==> src/icache_plru.sv <==
module icache_plru #(
    parameter int SETS = 16,
    parameter int WAYS = 4,
    localparam int SET_W = $clog2(SETS),
    localparam int WAY_W = $clog2(WAYS)
) (
    input  logic             clk,
    input  logic             arst_n,
    input  logic             hit_upd,
    input  logic             fill_upd,
    input  logic [SET_W-1:0] upd_set,
    input  logic [WAY_W-1:0] upd_way,
    input  logic [SET_W-1:0] victim_set,
    output logic [WAY_W-1:0] victim_way
);

    logic [SETS-1:0][WAYS-2:0] tree_q;   // Heap order, node n has children 2n+1 and 2n+2.

    // Walk the path of the touched way and point every node away from it.
    function automatic logic [WAYS-2:0] touch(input logic [WAYS-2:0] row,
                                              input logic [WAY_W-1:0] way);
        logic [WAYS-2:0] nxt;
        int              node;
        nxt  = row;
        node = 0;
        for (int lvl = 0; lvl < WAY_W; lvl++) begin
            nxt[node] = ~way[WAY_W-1-lvl];
            node      = 2 * node + 1 + int'(way[WAY_W-1-lvl]);
        end
        return nxt;
    endfunction

    function automatic logic [WAY_W-1:0] pick(input logic [WAYS-2:0] row);
        logic [WAY_W-1:0] way;
        int               node;
        node = 0;
        for (int lvl = 0; lvl < WAY_W; lvl++) begin
            way[WAY_W-1-lvl] = row[node];    // A zero bit sends the search left.
            node             = 2 * node + 1 + int'(row[node]);
        end
        return way;
    endfunction

    always_ff @(posedge clk or negedge arst_n) begin
        if (!arst_n) begin
            tree_q <= '0;
        end else if (hit_upd || fill_upd) begin
            tree_q[upd_set] <= touch(tree_q[upd_set], upd_way);
        end
    end

    assign victim_way = pick(tree_q[victim_set]);

endmodule

==> config.mk <==
export PLATFORM = sky130hd
export DESIGN_NAME = icache_plru
export DESIGN_NICKNAME = d
export VERILOG_FILES = /design/src/icache_plru.sv
export SDC_FILE = /design/constraint.sdc
export NUM_CORES = 1
export LEC_CHECK = 0
export BUFFER_PORTS_ARGS = -buffer_cell sky130_fd_sc_hd__buf_2
export CAP_MARGIN = 20
export CORE_ASPECT_RATIO = 0.75
export CORE_MARGIN = 4
export CORE_UTILIZATION = 55
export CTS_CLUSTER_DIAMETER = 80
export CTS_CLUSTER_SIZE = 25
export DETAILED_ROUTE_END_ITERATION = 8
export PLACE_DENSITY = 0.78
export SYNTH_ARGS = -nofsm -noshare
export SYNTH_HDL_FRONTEND = slang
export SYNTH_SLANG_ARGS = --single-unit
==> constraint.sdc <==
create_clock -name clk -period 4.93 [get_ports clk]
set_input_delay 0.493 -clock clk [delete_from_list [all_inputs] [get_ports clk]]
set_output_delay 0.493 -clock clk [all_outputs]
set_load 0.02 [all_outputs]
After elaboration in Yosys (flattened, before gate mapping):

Cells that the tools add are included.

* memories kept: 0
* bits in writable memories: 0
* bits in latches: 0
* bits in read-only memories: 0
* register bits after elaboration: 48
* input bits: 14

* shifts and indexed selects: 0
* $mul: 0
* $lt $le $gt $ge: 6
* divide/modulo/power cells: 0
* equal/unequal tests: 0
* bitwise operators: 2
* mux-type cells: 13
* $add $sub $neg: 2
* reductions and logical operators: 3

Operator list (number)
* bitwise mux 48 bit: 1
* binary-select mux 3 bit (select 4 bit): 2
* demux 3 bit (select 4 bit): 1
* < comparator 4 x 5 -> 1 bit, second input constant: 2
* two-way mux 3 bit: 3
* < comparator 2 x 3 -> 1 bit, second input constant: 2
* adder 1 x 1 -> 2 bit, first input constant: 2
* greater-or-equal comparator 4 x 1 -> 1 bit, second input constant: 1
* bitwise mux 3 bit: 1
* two-way mux 1 bit: 3
* binary-select mux 1 bit (select 2 bit): 1
* demux 1 bit (select 2 bit): 1
* greater-or-equal comparator 2 x 1 -> 1 bit, second input constant: 1
* logical AND 1 bit: 2
* inverter 1 bit: 2
* logical OR 1 bit: 1

Depth between registers and ports, before layout:

* depth after elaboration: 7
* mapped depth: 7
* gate-level depth less buffers: 4

Least setup slack after synthesis:

OpenSTA, ideal clock, no wires.

* path kind: input port to output port
* start: input victim_set[0]
* end: output victim_way[0]
* arrival: 1.846 ns
* slack: 2.591 ns
* stages on the path: 5
* cells stage by stage: buf_4 mux4_2 or3b_1 nand4_1 a21o_1

* word-level cells in the longest chain between the ends: 6

RTL lines
* start: declaration: RTL line 13 `input logic [SET_W-1:0] victim_set,`
* binary-select mux 3 bit (select 4 bit) (*): RTL line 52 `assign victim_way = pick(tree_q[victim_set]);`
* two-way mux 3 bit (not written as such) (*): RTL line 52
* adder 1 x 1 -> 2 bit: RTL line 39 `node = 2 * node + 1 + int'(row[node]);`
* binary-select mux 1 bit (select 2 bit) (*)
* two-way mux 1 bit (not written as such) (*) (2 in series): RTL line 38 `way[WAY_W-1-lvl] = row[node];`
* end: declaration: RTL line 14 `output logic [WAY_W-1:0] victim_way`

Mark *: on every way between the ends. The rest lies on a longest branch, timed or not. The select of a mux whose other input is x is not followed.

Final worst setup path:

Same ends and word-level chain as after synthesis.

==> metrics <==
cell count after synthesis=252; FF-to-FF Start=tree_q[4]$_DFFE_PN0P_; maxcap violations=0; CTS H-Tree Depth=2; Crit-path slowest cell=mux4_2; largest registers=tree_q x48; DRT iter0 DRCs=166; Yosys cell types=37; synthesized flop and latch total=48; vias in the first global route=1919; postcts setup bufs=0; Root Buffer=clkbuf_8; layout cells sized above 1=19.1%; Worst-Margin Slew=1.01 ns; max incr delay on CP=0.59 ns; # port buffers=15; Final Cycle Share=55.1%; internal power=0.755 mW; CP required=4.44 ns; cts repair resizes=0; hold_ws=0.198 ns; core area=between 4000 and 5000 µm²; most used cell, CP=buf_2; RSZ-0062 raised after global routing=false; Slew headroom=32.2%; Clk Latency, worst-skew pair=approximately 0.3 ns; CTS clk-pin slew, worst paths=0.09 ns; antenna cells=0; CP Launch Point=victim_set[0]; final hold vios=0; Clock power frac=21.8%; largest net degree at the start of global routing=49; HP Class=primary input to async pin; die width=88.7 µm; Avg Cell Area, Syn=between 10 and 15 µm²; Final Wtd Congestion=between 0.9 and 1; largest fanout on the critical path=12; logic gate share of total power=26.9%; global-route wire length before repair=10700 µm; Post-synth ARST share=100%; Slew Limit Fails=0; cts hold-fix bufs=0; Area growth, synth to finish=6.80%; CP arrival=2.22 ns; Fin Setup TNS=0 ns; nets in the synthesized netlist=266; leakage power total=1.23 nW; endpoints failing setup=0; crit-path cells=buf_2 > mux4_2 > or3b_1 > a41oi_1 > a21o_1 > buf_2; Seq pwr share=approximately half; Final Critical Period=2.72 ns; drt total wl=6410 µm; critical path type=primary input to output port; 1st-pass router iterations=4; crit path capture type=output port; HPWL after DPL=4710 µm; Clock Path Buffers=2; crit path launch type=primary input; Post-synth EDFFs=0; GRT Resource Usage Total=roughly 24%; Syn. warnings=0; P_sw=0.365 mW; peak supply drop=194 µV; Starting Density=roughly 60%; max reg flops=48; worst r2r dst=tree_q[46]$_DFFE_PN0P_; Cell Pwr Density=between 300 and 400 nW/µm²; R2R depth=4; Top reg by flops=tree_q; num rows=21; clock sink total=48; Peak Freq=about 0.37 GHz; Sw Ratio=32.6%; CTS Buf Count=5; mapped cell area=roughly 2700 µm²; drc violations=0; Layout Skew=0.00321 ns; die height=68.5 µm; CTS tree=yes; status=finished clean; Post-synth top flop=dfrtp_1; die area=6080 µm²; Final ANT Viol Nets=0; Avg Vias per Cell=between 6 and 7; # fillers=~390; R2R setup slack=3.11 ns; WL per Instance=20.1 µm; routed vias=2021; # IOs=16; nets=around 280; post-synthesis sequential area ratio=44.7%; Overflow after GRT=0; antenna violations before repair=0
[metal layers]
layer / wire length, µm / track usage [%]
met1: 3060 / 37.8
met2: 2700 / 33.3
met3: 587 / 6.41
met4: 49 / 4.72
met5: 0 / 0
[power groups by stage]
| stage | logic, mW | clock network, mW | registers, mW |
|---|---|---|---|
| floorplan | 0.245 | 0 | 0.537 |
| global placement | 0.286 | 0 | 0.572 |
| detailed placement | 0.299 | 0 | 0.576 |
| CTS | 0.299 | 0.247 | 0.568 |
| global route | 0.335 | 0.265 | 0.583 |
| finish | 0.301 | 0.244 | 0.574 |
[area by class of cell]
| class | count | area, µm² | share of cell area [%] |
|---|---|---|---|
| Multi-Input combinational cell | 175 | 1350 | 46.9 |
| Clock inverter | 2 | 10.0 | 0.349 |
| Sequential cell | 48 | 1200 | 41.9 |
| Clock buffer | 6 | 82.6 | 2.88 |
| Inverter | 15 | 56.3 | 1.96 |
| Timing Repair Buffer | 16 | 103 | 3.58 |
| Tap cell | 57 | 71.3 | 2.49 |
[synth_stat cells (3+ instances only)]
cell type	instances	share of area, %
nor2b_1	4	0.93
nor2_1	9	1.3
inv_1	14	2.0
nand3_1	10	1.9
o31ai_2	8	3.7
o31ai_1	12	3.4
o22ai_1	14	3.3
o21ai_1	10	1.9
clkbuf_1	5	0.70
nand2_1	50	7.0
nand2b_1	3	0.70
nand3b_1	3	0.84
mux2_1	4	1.7
dfrtp_1	48	45
a21oi_1	6	1.1
buf_6	3	1.3
mux4_2	16	13
buf_1	3	0.42
nor3_1	5	0.93
[logic make-up after synthesis]
family,after synthesis,share of synthesized area [%]
buffers and inverters,29,5.22
multiplexers,24,17.8
flip-flops,48,44.7
AND/OR/NAND/NOR,92,15.6
AO/OA/AOI/OAI,59,16.7
[how the worst max path moves through the flow]
stage | to | cells past startpoint
final | victim_way[0] | 6
after detailed placement | victim_way[0] | 6
after CTS | victim_way[0] | 6
after global routing | victim_way[0] | 6
after floorplan | victim_way[0] | 5
after global placement | victim_way[0] | 6
[placed cells by master, fill, tap and decap left out, types with 5 or more instances in the layout]
cell,instances
nand2_1,50
dfrtp_1,48
mux4_2,16
buf_2,15
inv_1,14
o22ai_1,14
o31ai_1,12
nand3_1,10
o21ai_1,10
nor2_1,9
o31ai_2,8
a21oi_1,6
clkbuf_8,6
nor3_1,5
[worst max-delay path, delay by kind of cell]
kind | cells | cell delay, ns
and+or+nand+nor | 1 | 0.36
AOI/OAI and AO/OA | 2 | 0.27
buffers and inverters | 2 | 0.50
muxes | 1 | 0.59
[per-stage QoR]
step | setup WS (ns) | util (%) | std cells | area, µm² | power [mW]
floorplan | 2.59 | - | 252 | 2690 | 0.782
global placement | 2.25 | 59.8 | 310 | 2750 | 0.858
detailed placement | 2.19 | 59.8 | 310 | 2750 | 0.875
CTS | 2.18 | 61.8 | 318 | 2840 | 1.11
global route | 2.10 | 62.4 | 319 | 2870 | 1.18
finish | 2.21 | 62.4 | 319 | 2870 | 1.12
Power figures use the tool's default switching activity.
