## src/icache_pkg.sv

```systemverilog
package icache_pkg;

    localparam int ADDR_W = 32;
    localparam int LINE_WORDS = 8;
    localparam int BLK_WORDS = 4;

    typedef logic [ADDR_W-1:0] addr_t;
    typedef logic [31:0] word_t;
    typedef word_t [LINE_WORDS-1:0] line_t;
    typedef word_t [BLK_WORDS-1:0] blk_t;

    typedef struct packed {
        addr_t      addr;    // Byte address of a four-word block.
        logic [3:0] tag_id;
    } fetch_req_t;

    typedef struct packed {
        logic [3:0] tag_id;
        blk_t       data;
    } fetch_rsp_t;

    typedef struct packed {
        addr_t      addr;
        logic [7:0] len;
        logic [2:0] size;
        logic [1:0] burst;
    } axi_ar_t;

    typedef struct packed {
        word_t      data;
        logic [1:0] resp;
        logic       last;
    } axi_r_t;

    typedef enum logic [2:0] {
        IDLE,
        LOOKUP,
        MISS,
        REFILL,
        RESPOND
    } ctrl_state_t;

endpackage

```

## src/icache_ctrl.sv

```systemverilog
module icache_ctrl #(
    parameter int SETS = 16,
    parameter int WAYS = 4,
    localparam int SET_W = $clog2(SETS),
    localparam int WAY_W = $clog2(WAYS),
    localparam int OFF_W = $clog2($bits(icache_pkg::line_t) / 8),
    localparam int TAG_W = icache_pkg::ADDR_W - OFF_W - SET_W
) (
    input  logic                               clk,
    input  logic                               arst_n,
    input  logic                               req_valid,
    output logic                               req_ready,
    input  icache_pkg::fetch_req_t             req,
    output logic                               rsp_valid,
    input  logic                               rsp_ready,
    output icache_pkg::fetch_rsp_t             rsp,
    input  logic                               invalidate,
    output logic                               ar_valid,
    input  logic                               ar_ready,
    output icache_pkg::axi_ar_t                ar,
    input  logic                               r_valid,
    output logic                               r_ready,
    input  icache_pkg::axi_r_t                 r,
    output logic                               rd_en,
    output logic [SET_W-1:0]                   rd_set,
    output logic [SET_W-1:0]                   wr_set,
    output logic [TAG_W-1:0]                   wr_tag,
    output icache_pkg::line_t                  wr_line,
    output logic [WAYS-1:0]                    wr_en,
    output logic                               clr_all,
    input  logic [WAYS-1:0]                    way_valid,
    input  logic [WAYS-1:0][TAG_W-1:0]         way_tag,
    input  icache_pkg::line_t [WAYS-1:0]       way_line,
    output logic                               hit_upd,
    output logic                               fill_upd,
    output logic [SET_W-1:0]                   upd_set,
    output logic [WAY_W-1:0]                   upd_way,
    output logic [SET_W-1:0]                   victim_set,
    input  logic [WAY_W-1:0]                   victim_way
);

    localparam int BEAT_W = $clog2(icache_pkg::LINE_WORDS);

    icache_pkg::ctrl_state_t state_q;
    icache_pkg::fetch_req_t  req_q;
    icache_pkg::fetch_rsp_t  rsp_q;
    icache_pkg::line_t       line_q;
    icache_pkg::line_t       fill_line;
    logic [BEAT_W-1:0]       beat_q;
    logic [WAY_W-1:0]        vict_q;
    logic [WAY_W-1:0]        hit_way;
    logic [WAYS-1:0]         hit_vec;
    logic [SET_W-1:0]        req_set;
    logic [TAG_W-1:0]        req_tag;
    logic                    hit;
    logic                    inv_pend_q;
    logic                    inv_req;
    logic                    refill_last;

    function automatic icache_pkg::blk_t pick_half(input icache_pkg::line_t ln, input logic hi);
        return hi ? ln[icache_pkg::LINE_WORDS-1:icache_pkg::BLK_WORDS]
                  : ln[icache_pkg::BLK_WORDS-1:0];
    endfunction

    assign req_set = req_q.addr[OFF_W +: SET_W];
    assign req_tag = req_q.addr[OFF_W+SET_W +: TAG_W];

    // An invalidate waits for IDLE and blocks new requests in the cycle it is taken.
    assign inv_req   = invalidate | inv_pend_q;
    assign req_ready = (state_q == icache_pkg::IDLE) && !inv_req;
    assign clr_all   = (state_q == icache_pkg::IDLE) && inv_req;
    assign rd_en     = req_valid & req_ready;
    assign rd_set    = req.addr[OFF_W +: SET_W];

    always_comb begin
        hit_way = '0;
        for (int i = 0; i < WAYS; i++) begin
            hit_vec[i] = way_valid[i] && (way_tag[i] == req_tag);
            if (hit_vec[i]) begin
                hit_way = WAY_W'(i);
            end
        end
    end

    assign hit         = |hit_vec;
    assign refill_last = (state_q == icache_pkg::REFILL) && r_valid && r.last;

    // The beat arriving now is merged so the last beat can be written straight away.
    always_comb begin
        fill_line         = line_q;
        fill_line[beat_q] = r.data;
    end

    assign wr_set  = req_set;
    assign wr_tag  = req_tag;
    assign wr_line = fill_line;
    assign wr_en   = refill_last ? (WAYS'(1) << vict_q) : '0;

    assign hit_upd    = (state_q == icache_pkg::LOOKUP) && hit;
    assign fill_upd   = refill_last;
    assign upd_set    = req_set;
    assign upd_way    = (state_q == icache_pkg::LOOKUP) ? hit_way : vict_q;
    assign victim_set = req_set;

    always_comb begin
        ar.addr  = {req_q.addr[icache_pkg::ADDR_W-1:OFF_W], {OFF_W{1'b0}}};
        ar.len   = 8'(icache_pkg::LINE_WORDS - 1);
        ar.size  = 3'd2;    // Four bytes per beat.
        ar.burst = 2'b01;   // INCR.
    end

    assign ar_valid  = (state_q == icache_pkg::MISS);
    assign r_ready   = (state_q == icache_pkg::REFILL);
    assign rsp_valid = (state_q == icache_pkg::RESPOND);
    assign rsp       = rsp_q;

    always_ff @(posedge clk or negedge arst_n) begin
        if (!arst_n) begin
            state_q    <= icache_pkg::IDLE;
            inv_pend_q <= 1'b0;
            beat_q     <= '0;
        end else begin
            inv_pend_q <= inv_req && (state_q != icache_pkg::IDLE);
            case (state_q)
                icache_pkg::IDLE: begin
                    if (rd_en) begin
                        state_q <= icache_pkg::LOOKUP;
                    end
                end
                icache_pkg::LOOKUP: begin
                    state_q <= hit ? icache_pkg::RESPOND : icache_pkg::MISS;
                end
                icache_pkg::MISS: begin
                    if (ar_ready) begin
                        state_q <= icache_pkg::REFILL;
                        beat_q  <= '0;
                    end
                end
                icache_pkg::REFILL: begin
                    if (r_valid) begin
                        beat_q <= beat_q + 1'b1;
                        if (r.last) begin
                            state_q <= icache_pkg::RESPOND;
                        end
                    end
                end
                icache_pkg::RESPOND: begin
                    if (rsp_ready) begin
                        state_q <= icache_pkg::IDLE;
                    end
                end
                default: state_q <= icache_pkg::IDLE;
            endcase
        end
    end

    always_ff @(posedge clk) begin
        if (rd_en) begin
            req_q <= req;
        end
        if ((state_q == icache_pkg::LOOKUP) && !hit) begin
            vict_q <= victim_way;   // Held so the fill lands in the way picked at lookup.
        end
        if ((state_q == icache_pkg::REFILL) && r_valid) begin
            line_q <= fill_line;
        end
        if (hit_upd || refill_last) begin
            rsp_q.tag_id <= req_q.tag_id;
            rsp_q.data   <= pick_half(hit_upd ? way_line[hit_way] : fill_line,
                                      req_q.addr[OFF_W-1]);
        end
    end

endmodule

```

## config.mk

```make
export PLATFORM = sky130hd
export DESIGN_NAME = icache_ctrl
export DESIGN_NICKNAME = d
export VERILOG_FILES = /design/src/icache_pkg.sv /design/src/icache_ctrl.sv
export SDC_FILE = /design/constraint.sdc
export NUM_CORES = 1
export LEC_CHECK = 0
export BUFFER_PORTS_ARGS = -buffer_cell sky130_fd_sc_hd__buf_2
export CAP_MARGIN = 0
export CORE_AREA = 2 2 648 650
export DETAILED_ROUTE_END_ITERATION = 16
export DIE_AREA = 0 0 650 652
export PLACE_DENSITY = 0.31
export SYNTH_ARGS = -nofsm -noshare
export SYNTH_HDL_FRONTEND = slang
export SYNTH_SLANG_ARGS = --single-unit
```

## constraint.sdc

```tcl
create_clock -name clk -period 11.1 [get_ports clk]
set_input_delay 1.11 -clock clk [delete_from_list [all_inputs] [get_ports clk]]
set_output_delay 1.11 -clock clk [all_outputs]
set_load 0.005 [all_outputs]
```

**Word level (Yosys, flattened, before mapping)**

Index checks and enable logic that the tools add are counted.
Widths: inputs -> output; s select.

- Bitwise logic cells: 2
- Order comparisons: 3
- Add/subtract/negate cells: 1
- Eq/ne operators: 13
- Reductions and logical operators: 21
- Shift-type cells: 1
- Multiplexer cells: 22

Operators with widths:

| operator | number |
|---|---|
| $bmux 256 s2 | 1 |
| $mux 256 | 2 |
| $bwmux 256 | 1 |
| $mux 128 | 1 |
| $demux 32 s3 | 1 |
| $eq 23x23->1 | 4 |
| $mux 32 | 1 |
| $mux 3 | 8 |
| $pmux 3 s5 | 1 |
| $logic_and 1x1->1 | 12 |
| $eq 3x2->1 const B | 2 |
| $mux 2 | 3 |
| $ne 2x1->1 const B | 3 |
| $pmux 3 s2 | 1 |
| $reduce_and 5->1 | 1 |
| $lt 3x4->1 const B | 1 |
| $mux 4 | 1 |
| $ne 2x2->1 const B | 2 |
| $reduce_or 4->1 | 1 |
| $shl 1x2->4 const A | 1 |
| $add 3x1->3 const B | 1 |
| $eq 3x1->1 const B | 1 |
| $eq 3x3->1 const B | 1 |
| $ge 3x1->1 const B | 1 |
| other kinds (10) | 11 |

- Register bits after elaboration: 433
- Word-level logic and storage cells: 82
- Output and inout bits: 486
- Bits of input ports: 1200

**Longest topological paths before layout**

Gate-level depths: netlist of run 1.

- Depth in word-level cells: 9
- Gate-level depth with buffers: 11
- Mapped depth without buffers: 7

**Worst setup path before layout of run 1**

OpenSTA, ideal clock, no wires.

- Path kind: input to register
- From: input way_tag[41] (netlist bit)
- To: register rsp_q (netlist bit rsp[0]) (enable)
- Data required time: 10.292 ns
- Setup slack: -1.663 ns
- Library setup time: 0.808 ns
- Cell stages on the path: 9
- Data arrival time: 11.955 ns
- Buffers on the path: 3
- Cells stage by stage: xnor2_1 > nand4_1 > or4b_1 > clkbuf_1 > nor2_1 > nor4_4 > buf_2 > buf_2 > o21ai_0

- Longest elaborated chain between the ends: 5

Ends and longest elaborated chain:

| what | RTL line | source |
|---|---|---|
| start: declaration | icache_ctrl.sv:32 | `input logic [WAYS-1:0][TAG_W-1:0] way_tag,` |
| $eq 23x23->1 | icache_ctrl.sv:78 | `hit_vec[i] = way_valid[i] && (way_tag[i] == req_tag);` |
| $logic_and 1x1->1 | icache_ctrl.sv:78 |  |
| $reduce_or 4->1 | icache_ctrl.sv:85 | `assign hit = \|hit_vec;` |
| $logic_and 1x1->1 | icache_ctrl.sv:99 | `assign hit_upd = (state_q == icache_pkg::LOOKUP) && hit;` |
| $logic_or 1x1->1 | icache_ctrl.sv:167 | `if (hit_upd \|\| refill_last) begin` |
| end: declaration | icache_ctrl.sv:46 | `icache_pkg::fetch_rsp_t rsp_q;` |

No other way between the ends.
A chain may end at the register's enable or synchronous reset.

**Worst setup path in the final report of run 1**

- From: register req_q (netlist bit ar[39])
- To: register rsp_q (netlist bit rsp[10]), data pin

- Longest elaborated chain between the ends: 9
- Elaborated cells between the ends (all ways): 17
- Those cells by class: 4 x eq/ne; 7 x mux; 6 x reduce/logical

Ends and longest elaborated chain:

| what | RTL line | source |
|---|---|---|
| start: declaration | icache_ctrl.sv:45 | `icache_pkg::fetch_req_t req_q;` |
| start signal: assignment | icache_ctrl.sv:159 | `req_q <= req;` |
| $eq 23x23->1 | icache_ctrl.sv:78 |  |
| $logic_and 1x1->1 | icache_ctrl.sv:78 |  |
| $mux 1 | icache_ctrl.sv:79 | `if (hit_vec[i]) begin` |
| $mux 2 (2 in a row) | icache_ctrl.sv:79 |  |
| $bmux 256 s2 | icache_ctrl.sv:169 | `rsp_q.data <= pick_half(hit_upd ? way_line[hit_way] : fill_line,` |
| $mux 256 (not written as such) | icache_ctrl.sv:169 |  |
| $mux 256 * | icache_ctrl.sv:169 |  |
| $mux 128 * | icache_ctrl.sv:61 | `return hi ? ln[icache_pkg::LINE_WORDS-1:icache_pkg::BLK_WORDS]` |

Every way passes the cells marked *; elsewhere a longest branch is shown, timed or not. The select of a mux whose other input is x is not followed.

==> flow_summary.json, run 1 <==
{
  "fmax_mhz": 168,
  "worst_slew_pin_slew_ns": 1.54,
  "grt.overflow.total": 0,
  "cp-start-kind": "flip-flop",
  "dieArea_sq_um": 424000,
  "cts-root-buf": "clkbuf_16",
  "worstRegToRegCells": 12,
  "synth_common_cells": "edfxtp_1, clkbuf_1, o21ai_0, nor3_1, mux2_2",
  "fp.dieH_um": 652,
  "synth-seq-area-share_pct": 40.9,
  "finalHoldViolCount": 0,
  "period_minus_slack_ns": 5.95,
  "r2r_slack_ns": 5.15,
  "grt_first_pass_wirelength_um": 490000,
  "drc": 0,
  "synthSimpleGateAreaFrac_pct": 6.19,
  "grtUsageTotal_pct": 18.1,
  "drt-initial-drc-count": 3681,
  "synthCells": 3057,
  "setup_viol": 0,
  "avgSynthCellArea_sq_um": 10.3,
  "worstSetupEndpoint": "rsp[10]",
  "synth.cell_area_sq_um": 31400,
  "drtAntennaViolNets": 0,
  "num_vias": 38700,
  "ys_types": 45,
  "via_per_inst": 3.79,
  "final.setup_skew_ns": 0.0587,
  "async_flop_share_pct": 1.63,
  "cp-startpoint": "ar[39]",
  "finalWirelength_um": 404000,
  "whs_ns": 0.149,
  "hp-class": "primary input to asynchronous set/reset pin",
  "arrival_ns": 6.44,
  "pin_count": 1686,
  "endpoint_kind": "flip-flop",
  "cp.required_ns": 11.59,
  "synth_fa_ha_area_share_pct": 0.0399,
  "clock_sinks": 429,
  "synth_edf_count": 422,
  "fp.coreArea_sq_um": 416000,
  "cts_resized": 0,
  "rsz0062_at_grt": "false",
  "cts_setup_buffers": 0,
  "finalCritPeriodShare_pct": 53.6,
  "worst-path-max-fanout": 73,
  "nNetsFinal": 5674,
  "synth_most_common_cell": "edfxtp_1",
  "grt_max_degree": 141,
  "timing.rr.end": "rsp[10]",
  "synth_ff_type": "edfxtp_1",
  "antenna_found_initial": 271,
  "hpwl_um": 334000,
  "port_buffers": 1661,
  "synth_top_family_by_area": "compound AO/OA/AOI/OAI gates",
  "yosysTopAreaCellShare_pct": 40.4,
  "area_growth_pct": 55.9,
  "path_clk_slew_ns": 0.05,
  "num_rows": 237,
  "ir_drop_v": 0.000115,
  "synth_xor_area_share_pct": 2.57,
  "synth_area_leader_cell": "edfxtp_1",
  "timing.setup.tns_ns": 0,
  "crit_type": "flip-flop to flip-flop",
  "postCtsHoldBufs": 0,
  "wl_per_cell_um": 39.6,
  "yosys_warnings": 0,
  "synth_area_leaders": "edfxtp_1, mux2_2, a32oi_1, a211oi_1, o32ai_1",
  "cts_tree": "yes",
  "maxCapViolations": 2,
  "worst_skew_pair.late_latency_ns": 0.83,
  "cts_max_path_buffers": 4,
  "r2r_start": "ar[39]",
  "power.density_nw_per_um2": 164,
  "drive_gt1_share_pct": 49.1,
  "slew_headroom_pct": -2.65,
  "cts_buffers": 81,
  "maxSlewViolCount": 2,
  "p_leak_nw": 16.5,
  "fp.dieW_um": 650,
  "grt_pass1_vias": 38100,
  "violations": "capacitance limit, slew limit",
  "muxShareOfSynthArea_pct": 11.8,
  "initial_core_util_pct": 7.55,
  "synth_compound_area_share_pct": 31.1,
  "gp_congestion": 0.896,
  "first_pass_iters": 6,
  "status": "complete, but fails checks",
  "ys_seq_elements": 429,
  "cts_max_level": 3,
  "final_util_pct": 11.8
}
-- cell type report --
cell class                      count  area (sq um)
Tap cell                         5497          6880
Clock inverter                     44           539
Inverter                            3          11.3
Multi-Input combinational cell   2140         16500
Clock buffer                       97          2130
Timing Repair Buffer             1818          9590
Sequential cell                   429         12800
Fill cell                       48100        367000
Antenna cell                      174           435
-- power breakdown --
part | internal, mW | switching, mW
clock | 1.64 | 1.08
combinational | 0.962 | 2.13
sequential | 2.13 | 0.0798
total | 4.73 | 3.29
-- registers in the layout, indices dropped and copies added (netlist names) --
signal	cells
state_q	3
inv_pend_q	1
req_q	5
beat_q	3
rsp	132
line_q	256
ar	27
vict_q	2
-- critical path, cell delays in order, from the launching register on --
cell and delay, ns:
edfxtp_1 0.77, buf_4 0.31, xnor2_1 0.13, nand4_1 0.18, nor4_4 0.66, and2_4 0.54, buf_4 0.55, buf_4 0.59
buf_4 0.73, a211oi_1 0.30, buf_4 0.24, o32ai_1 0.27, mux2i_1 0.12
-- metal layers --
metal,GRT usage (%),part of all wire [%]
met5,0,0.12
met4,4.69,3.4
met3,6.13,9.0
met2,31.3,48
met1,21.4,39
-- worst min-delay path by stage --
stage	from	endpoint	slack, ns	depth (start not counted)
CTS	arst_n	inv_pend_q	0.02	1
global route	arst_n	inv_pend_q	0.08	1
detailed placement	req_q[2]	rsp[130]	0.41	0
floorplan	req_q[0]	rsp[128]	0.40	0
global placement	req_q[0]	rsp[128]	0.40	0
finish	arst_n	inv_pend_q	0.15	1
-- kinds of logic (layout without fill, tap and decap cells) --
logic type | count (synthesis) | in the layout
other cells | 2 | 192
buf+inv | 504 | 1962
flops | 429 | 429
compound gates | 1314 | 1314
simple gates | 376 | 376
xor+xnor | 92 | 92
mux | 339 | 339
fa+ha+maj | 1 | 1
-- stage by stage --
step           cells  total power [mW]  cell area, sq um  worst slack, ns
2_1_floorplan   3073              3.43             31500             1.93
3_3_place_gp    9887              5.41             45900             4.38
3_5_place_dp    9887              5.41             45900             4.39
4_1_cts        10000              8.25             48500             4.65
5_1_grt        10100              8.37             48800             4.63
6_report       10200              8.02             49000             5.15
-- placed cells by master, fill, tap and decap left out, types with 19 or more instances in the layout --
cell type and count:
mux2i_1 82, a32oi_1 256, a21o_1 184, xor2_1 39, o32ai_1 209, diode_2 174, a211oi_1 254, o22ai_1 19
buf_2 1661, mux2_2 257, nor3_1 259, edfxtp_1 422, a2111oi_0 53, clkbuf_16 83, xnor2_1 50, nor2_1 35
o21ai_0 306, buf_4 149
No activity file was read; power rests on OpenSTA's default activity.
==> run 2, diff against run 1 <==
--- a/config.mk
+++ b/config.mk
@@ -10,7 +10,7 @@
 export CORE_AREA = 2 2 648 650
 export DETAILED_ROUTE_END_ITERATION = 16
 export DIE_AREA = 0 0 650 652
-export PLACE_DENSITY = 0.31
+export PLACE_DENSITY = 0.3
 export SYNTH_ARGS = -nofsm -noshare
 export SYNTH_HDL_FRONTEND = slang
 export SYNTH_SLANG_ARGS = --single-unit
==> constraint.sdc (replaced) <==
create_clock -name clk -period 5.85 [get_ports clk]
set_input_delay 0.585 -clock clk [delete_from_list [all_inputs] [get_ports clk]]
set_output_delay 0.585 -clock clk [all_outputs]
set_load 0.005 [all_outputs]
==> run 2 against run 1 <==
Effect of this change:
- the flow now finishes without violations
- design area rose by 3.2%
- critical path depth down 2
- clock-buffer cell count shrank 3
- critical endpoint is now rsp[100]
- register-to-register slack got worse by 4.5 ns
- combinational power rose by 93%
- clock power increased by 76%
==> flow_summary.json, run 2 (same netlist as run 1, synthesis figures left out) <==
{
  "drt-initial-drc-count": 3905,
  "num_rows": 237,
  "highest_layer": "met5",
  "initial_core_util_pct": 7.55,
  "fp.dieW_um": 650,
  "fp.coreArea_sq_um": 416000,
  "worst-path-max-fanout": 75,
  "route.met3.wl_um": 37300,
  "wl_per_cell_um": 39.0,
  "cts_tree": "yes",
  "final_common_cell": "buf_2",
  "wl_met1_um": 157000,
  "drc": 0,
  "pwr-share-seq_pct": 28.2,
  "via_per_inst": 3.80,
  "cp-start-kind": "flip-flop",
  "clockPowerShare_pct": 31.9,
  "pwr-share-comb_pct": 39.9,
  "worst_slew_pin_slew_ns": 1.29,
  "p_int_mw": 8.74,
  "cts-root-buf": "clkbuf_16",
  "gp_congestion": 0.881,
  "cts_max_level": 3,
  "rsz0062_at_grt": "false",
  "crit_type": "flip-flop to flip-flop",
  "hp-class": "primary input to flip-flop",
  "finalCritPeriodShare_pct": 89.2,
  "cts_max_path_buffers": 4,
  "clock_sinks": 429,
  "grtUsageTotal_pct": 18.1,
  "ir_drop_v": 0.000188,
  "grt.overflow.total": 0,
  "fmax_mhz": 192,
  "antenna_found_initial": 302,
  "p_leak_nw": 17.5,
  "slowest_stage": "o21ai_0",
  "path_clk_slew_ns": 0.06,
  "timing.setup.tns_ns": 0,
  "period_minus_slack_ns": 5.22,
  "p_total_mw": 15.0,
  "port_buffers": 1661,
  "grt_first_pass_wirelength_um": 488000,
  "worst_skew_pair.late_latency_ns": 0.82,
  "pin_count": 1686,
  "grt_pass1_vias": 37900,
  "area_growth_pct": 61.0,
  "path_cells": "xnor2_2 -> nand4_1 -> or4_4 -> buf_12 -> buf_4 -> o21ai_0 -> a211oi_1 -> o32ai_1 -> buf_4 -> mux2i_1",
  "whs_ns": 0.134,
  "cpMostUsedCell": "buf_4",
  "crit_family": "compound AO/OA/AOI/OAI gates",
  "dp.cells": 10000,
  "swShare_pct": 41.6,
  "nNetsFinal": 5857,
  "arrival_ns": 5.69,
  "slew_headroom_pct": 12.0,
  "status": "finished, final reports clean",
  "fp.dieH_um": 652,
  "hpwl_um": 336000,
  "finalHoldViolCount": 0,
  "cts_setup_buffers": 0,
  "largest_reg_flops": 256,
  "cp.required_ns": 6.33,
  "final_cells": 10300,
  "top_register": "line_q",
  "maxSlewViolCount": 0,
  "setup_viol": 0,
  "dieArea_sq_um": 424000,
  "maxCapViolations": 0,
  "final_cell_mix": "buf_2, edfxtp_1, o21ai_0, nor3_1, mux2_2",
  "power.density_nw_per_um2": 296,
  "cts_buffers": 80,
  "netSwitchingPower_mw": 6.23,
  "final.setup_skew_ns": 0.0621,
  "max_stage_delay_ns": 0.78,
  "first_pass_iters": 6,
  "finalWirelength_um": 402000,
  "final_util_pct": 12.1,
  "num_vias": 39100,
  "met2_length_um": 197000,
  "drive_gt1_share_pct": 50.2,
  "grt_max_degree": 121,
  "cp.buffers_inverters": 3,
  "drtAntennaViolNets": 0,
  "endpoint_kind": "flip-flop"
}
-- run 2: changes by cell type in the layout (fill, tap and decap cells not counted), sizes merged --
cell	before	now
buf	1818	1965
bufinv	12	6
clkbuf	97	94
clkinv	23	28
clkinvlp	4	5
diode	174	93
dlygate4sd3	0	37
inv	8	6
-- run 2: final cells by class --
class                   instances  area, sq um
inverters                       3         11.3
multi-input cells            2140        16500
clock buffers                  94         2080
fillers                     47900       366000
flip-flops and latches        429        12800
repair buffers               2002        11600
diodes                         93          233
clock inverters                42          372
well taps                    5497         6880
-- run 2: metrics by stage --
stage	setup slack, ns	instance area (sq um)
global route	0.238	50400
floorplan	1.11	31500
CTS	0.0467	50300
global placement	-0.401	47500
detailed placement	-0.435	47500
finish	0.632	50500
-- run 2: final timing paths --
check	start	endpoint	slack, ns	cells after the start
hold / removal	req_valid	state_q[0]	0.13	3
setup reg to reg	ar[39]	rsp[100]	0.63	10
max in group asynchronous	arst_n	beat_q[0]	5.46	2
min in group asynchronous	arst_n	inv_pend_q	0.19	2
hold reg to reg	req_q[3]	rsp[131]	0.41	0
setup / recovery	ar[39]	rsp[100]	0.63	10
-- run 2: worst reg2reg max path, delay by kind of cell, from the launching register on --
family,cells,cell delay [ns]
buffers and inverters,3,1.04
DFF,1,0.67
xor gates and xnor gates,1,0.75
muxes,1,0.16
and+or+nand+nor,2,0.81
AOI/OAI and AO/OA,3,1.47
-- run 2: timing repair --
action,4_1_cts,5_1_grt
endpoints found under the hold margin,43,0
gates resized for setup,1,0
hold buffers,37,0
setup endpoints to repair,1,0
-- run 2: power groups by stage --
stage / logic [mW] / registers [mW] / clock network (mW)
after floorplan: 2.21 / 4.23 / 0
after global placement: 6.13 / 4.27 / 0
final: 5.97 / 4.22 / 4.78
after CTS: 6.15 / 4.22 / 4.99
after detailed placement: 6.11 / 4.28 / 0
after global routing: 6.34 / 4.25 / 5.04
-- run 2: layer usage --
layer | GRT usage [%] | vias to the layer above
li1 | - | 15900
met1 | 21.0 | 19900
met2 | 31.8 | 2532
met3 | 6.33 | 615
met4 | 3.81 | 78
met5 | 0 | -
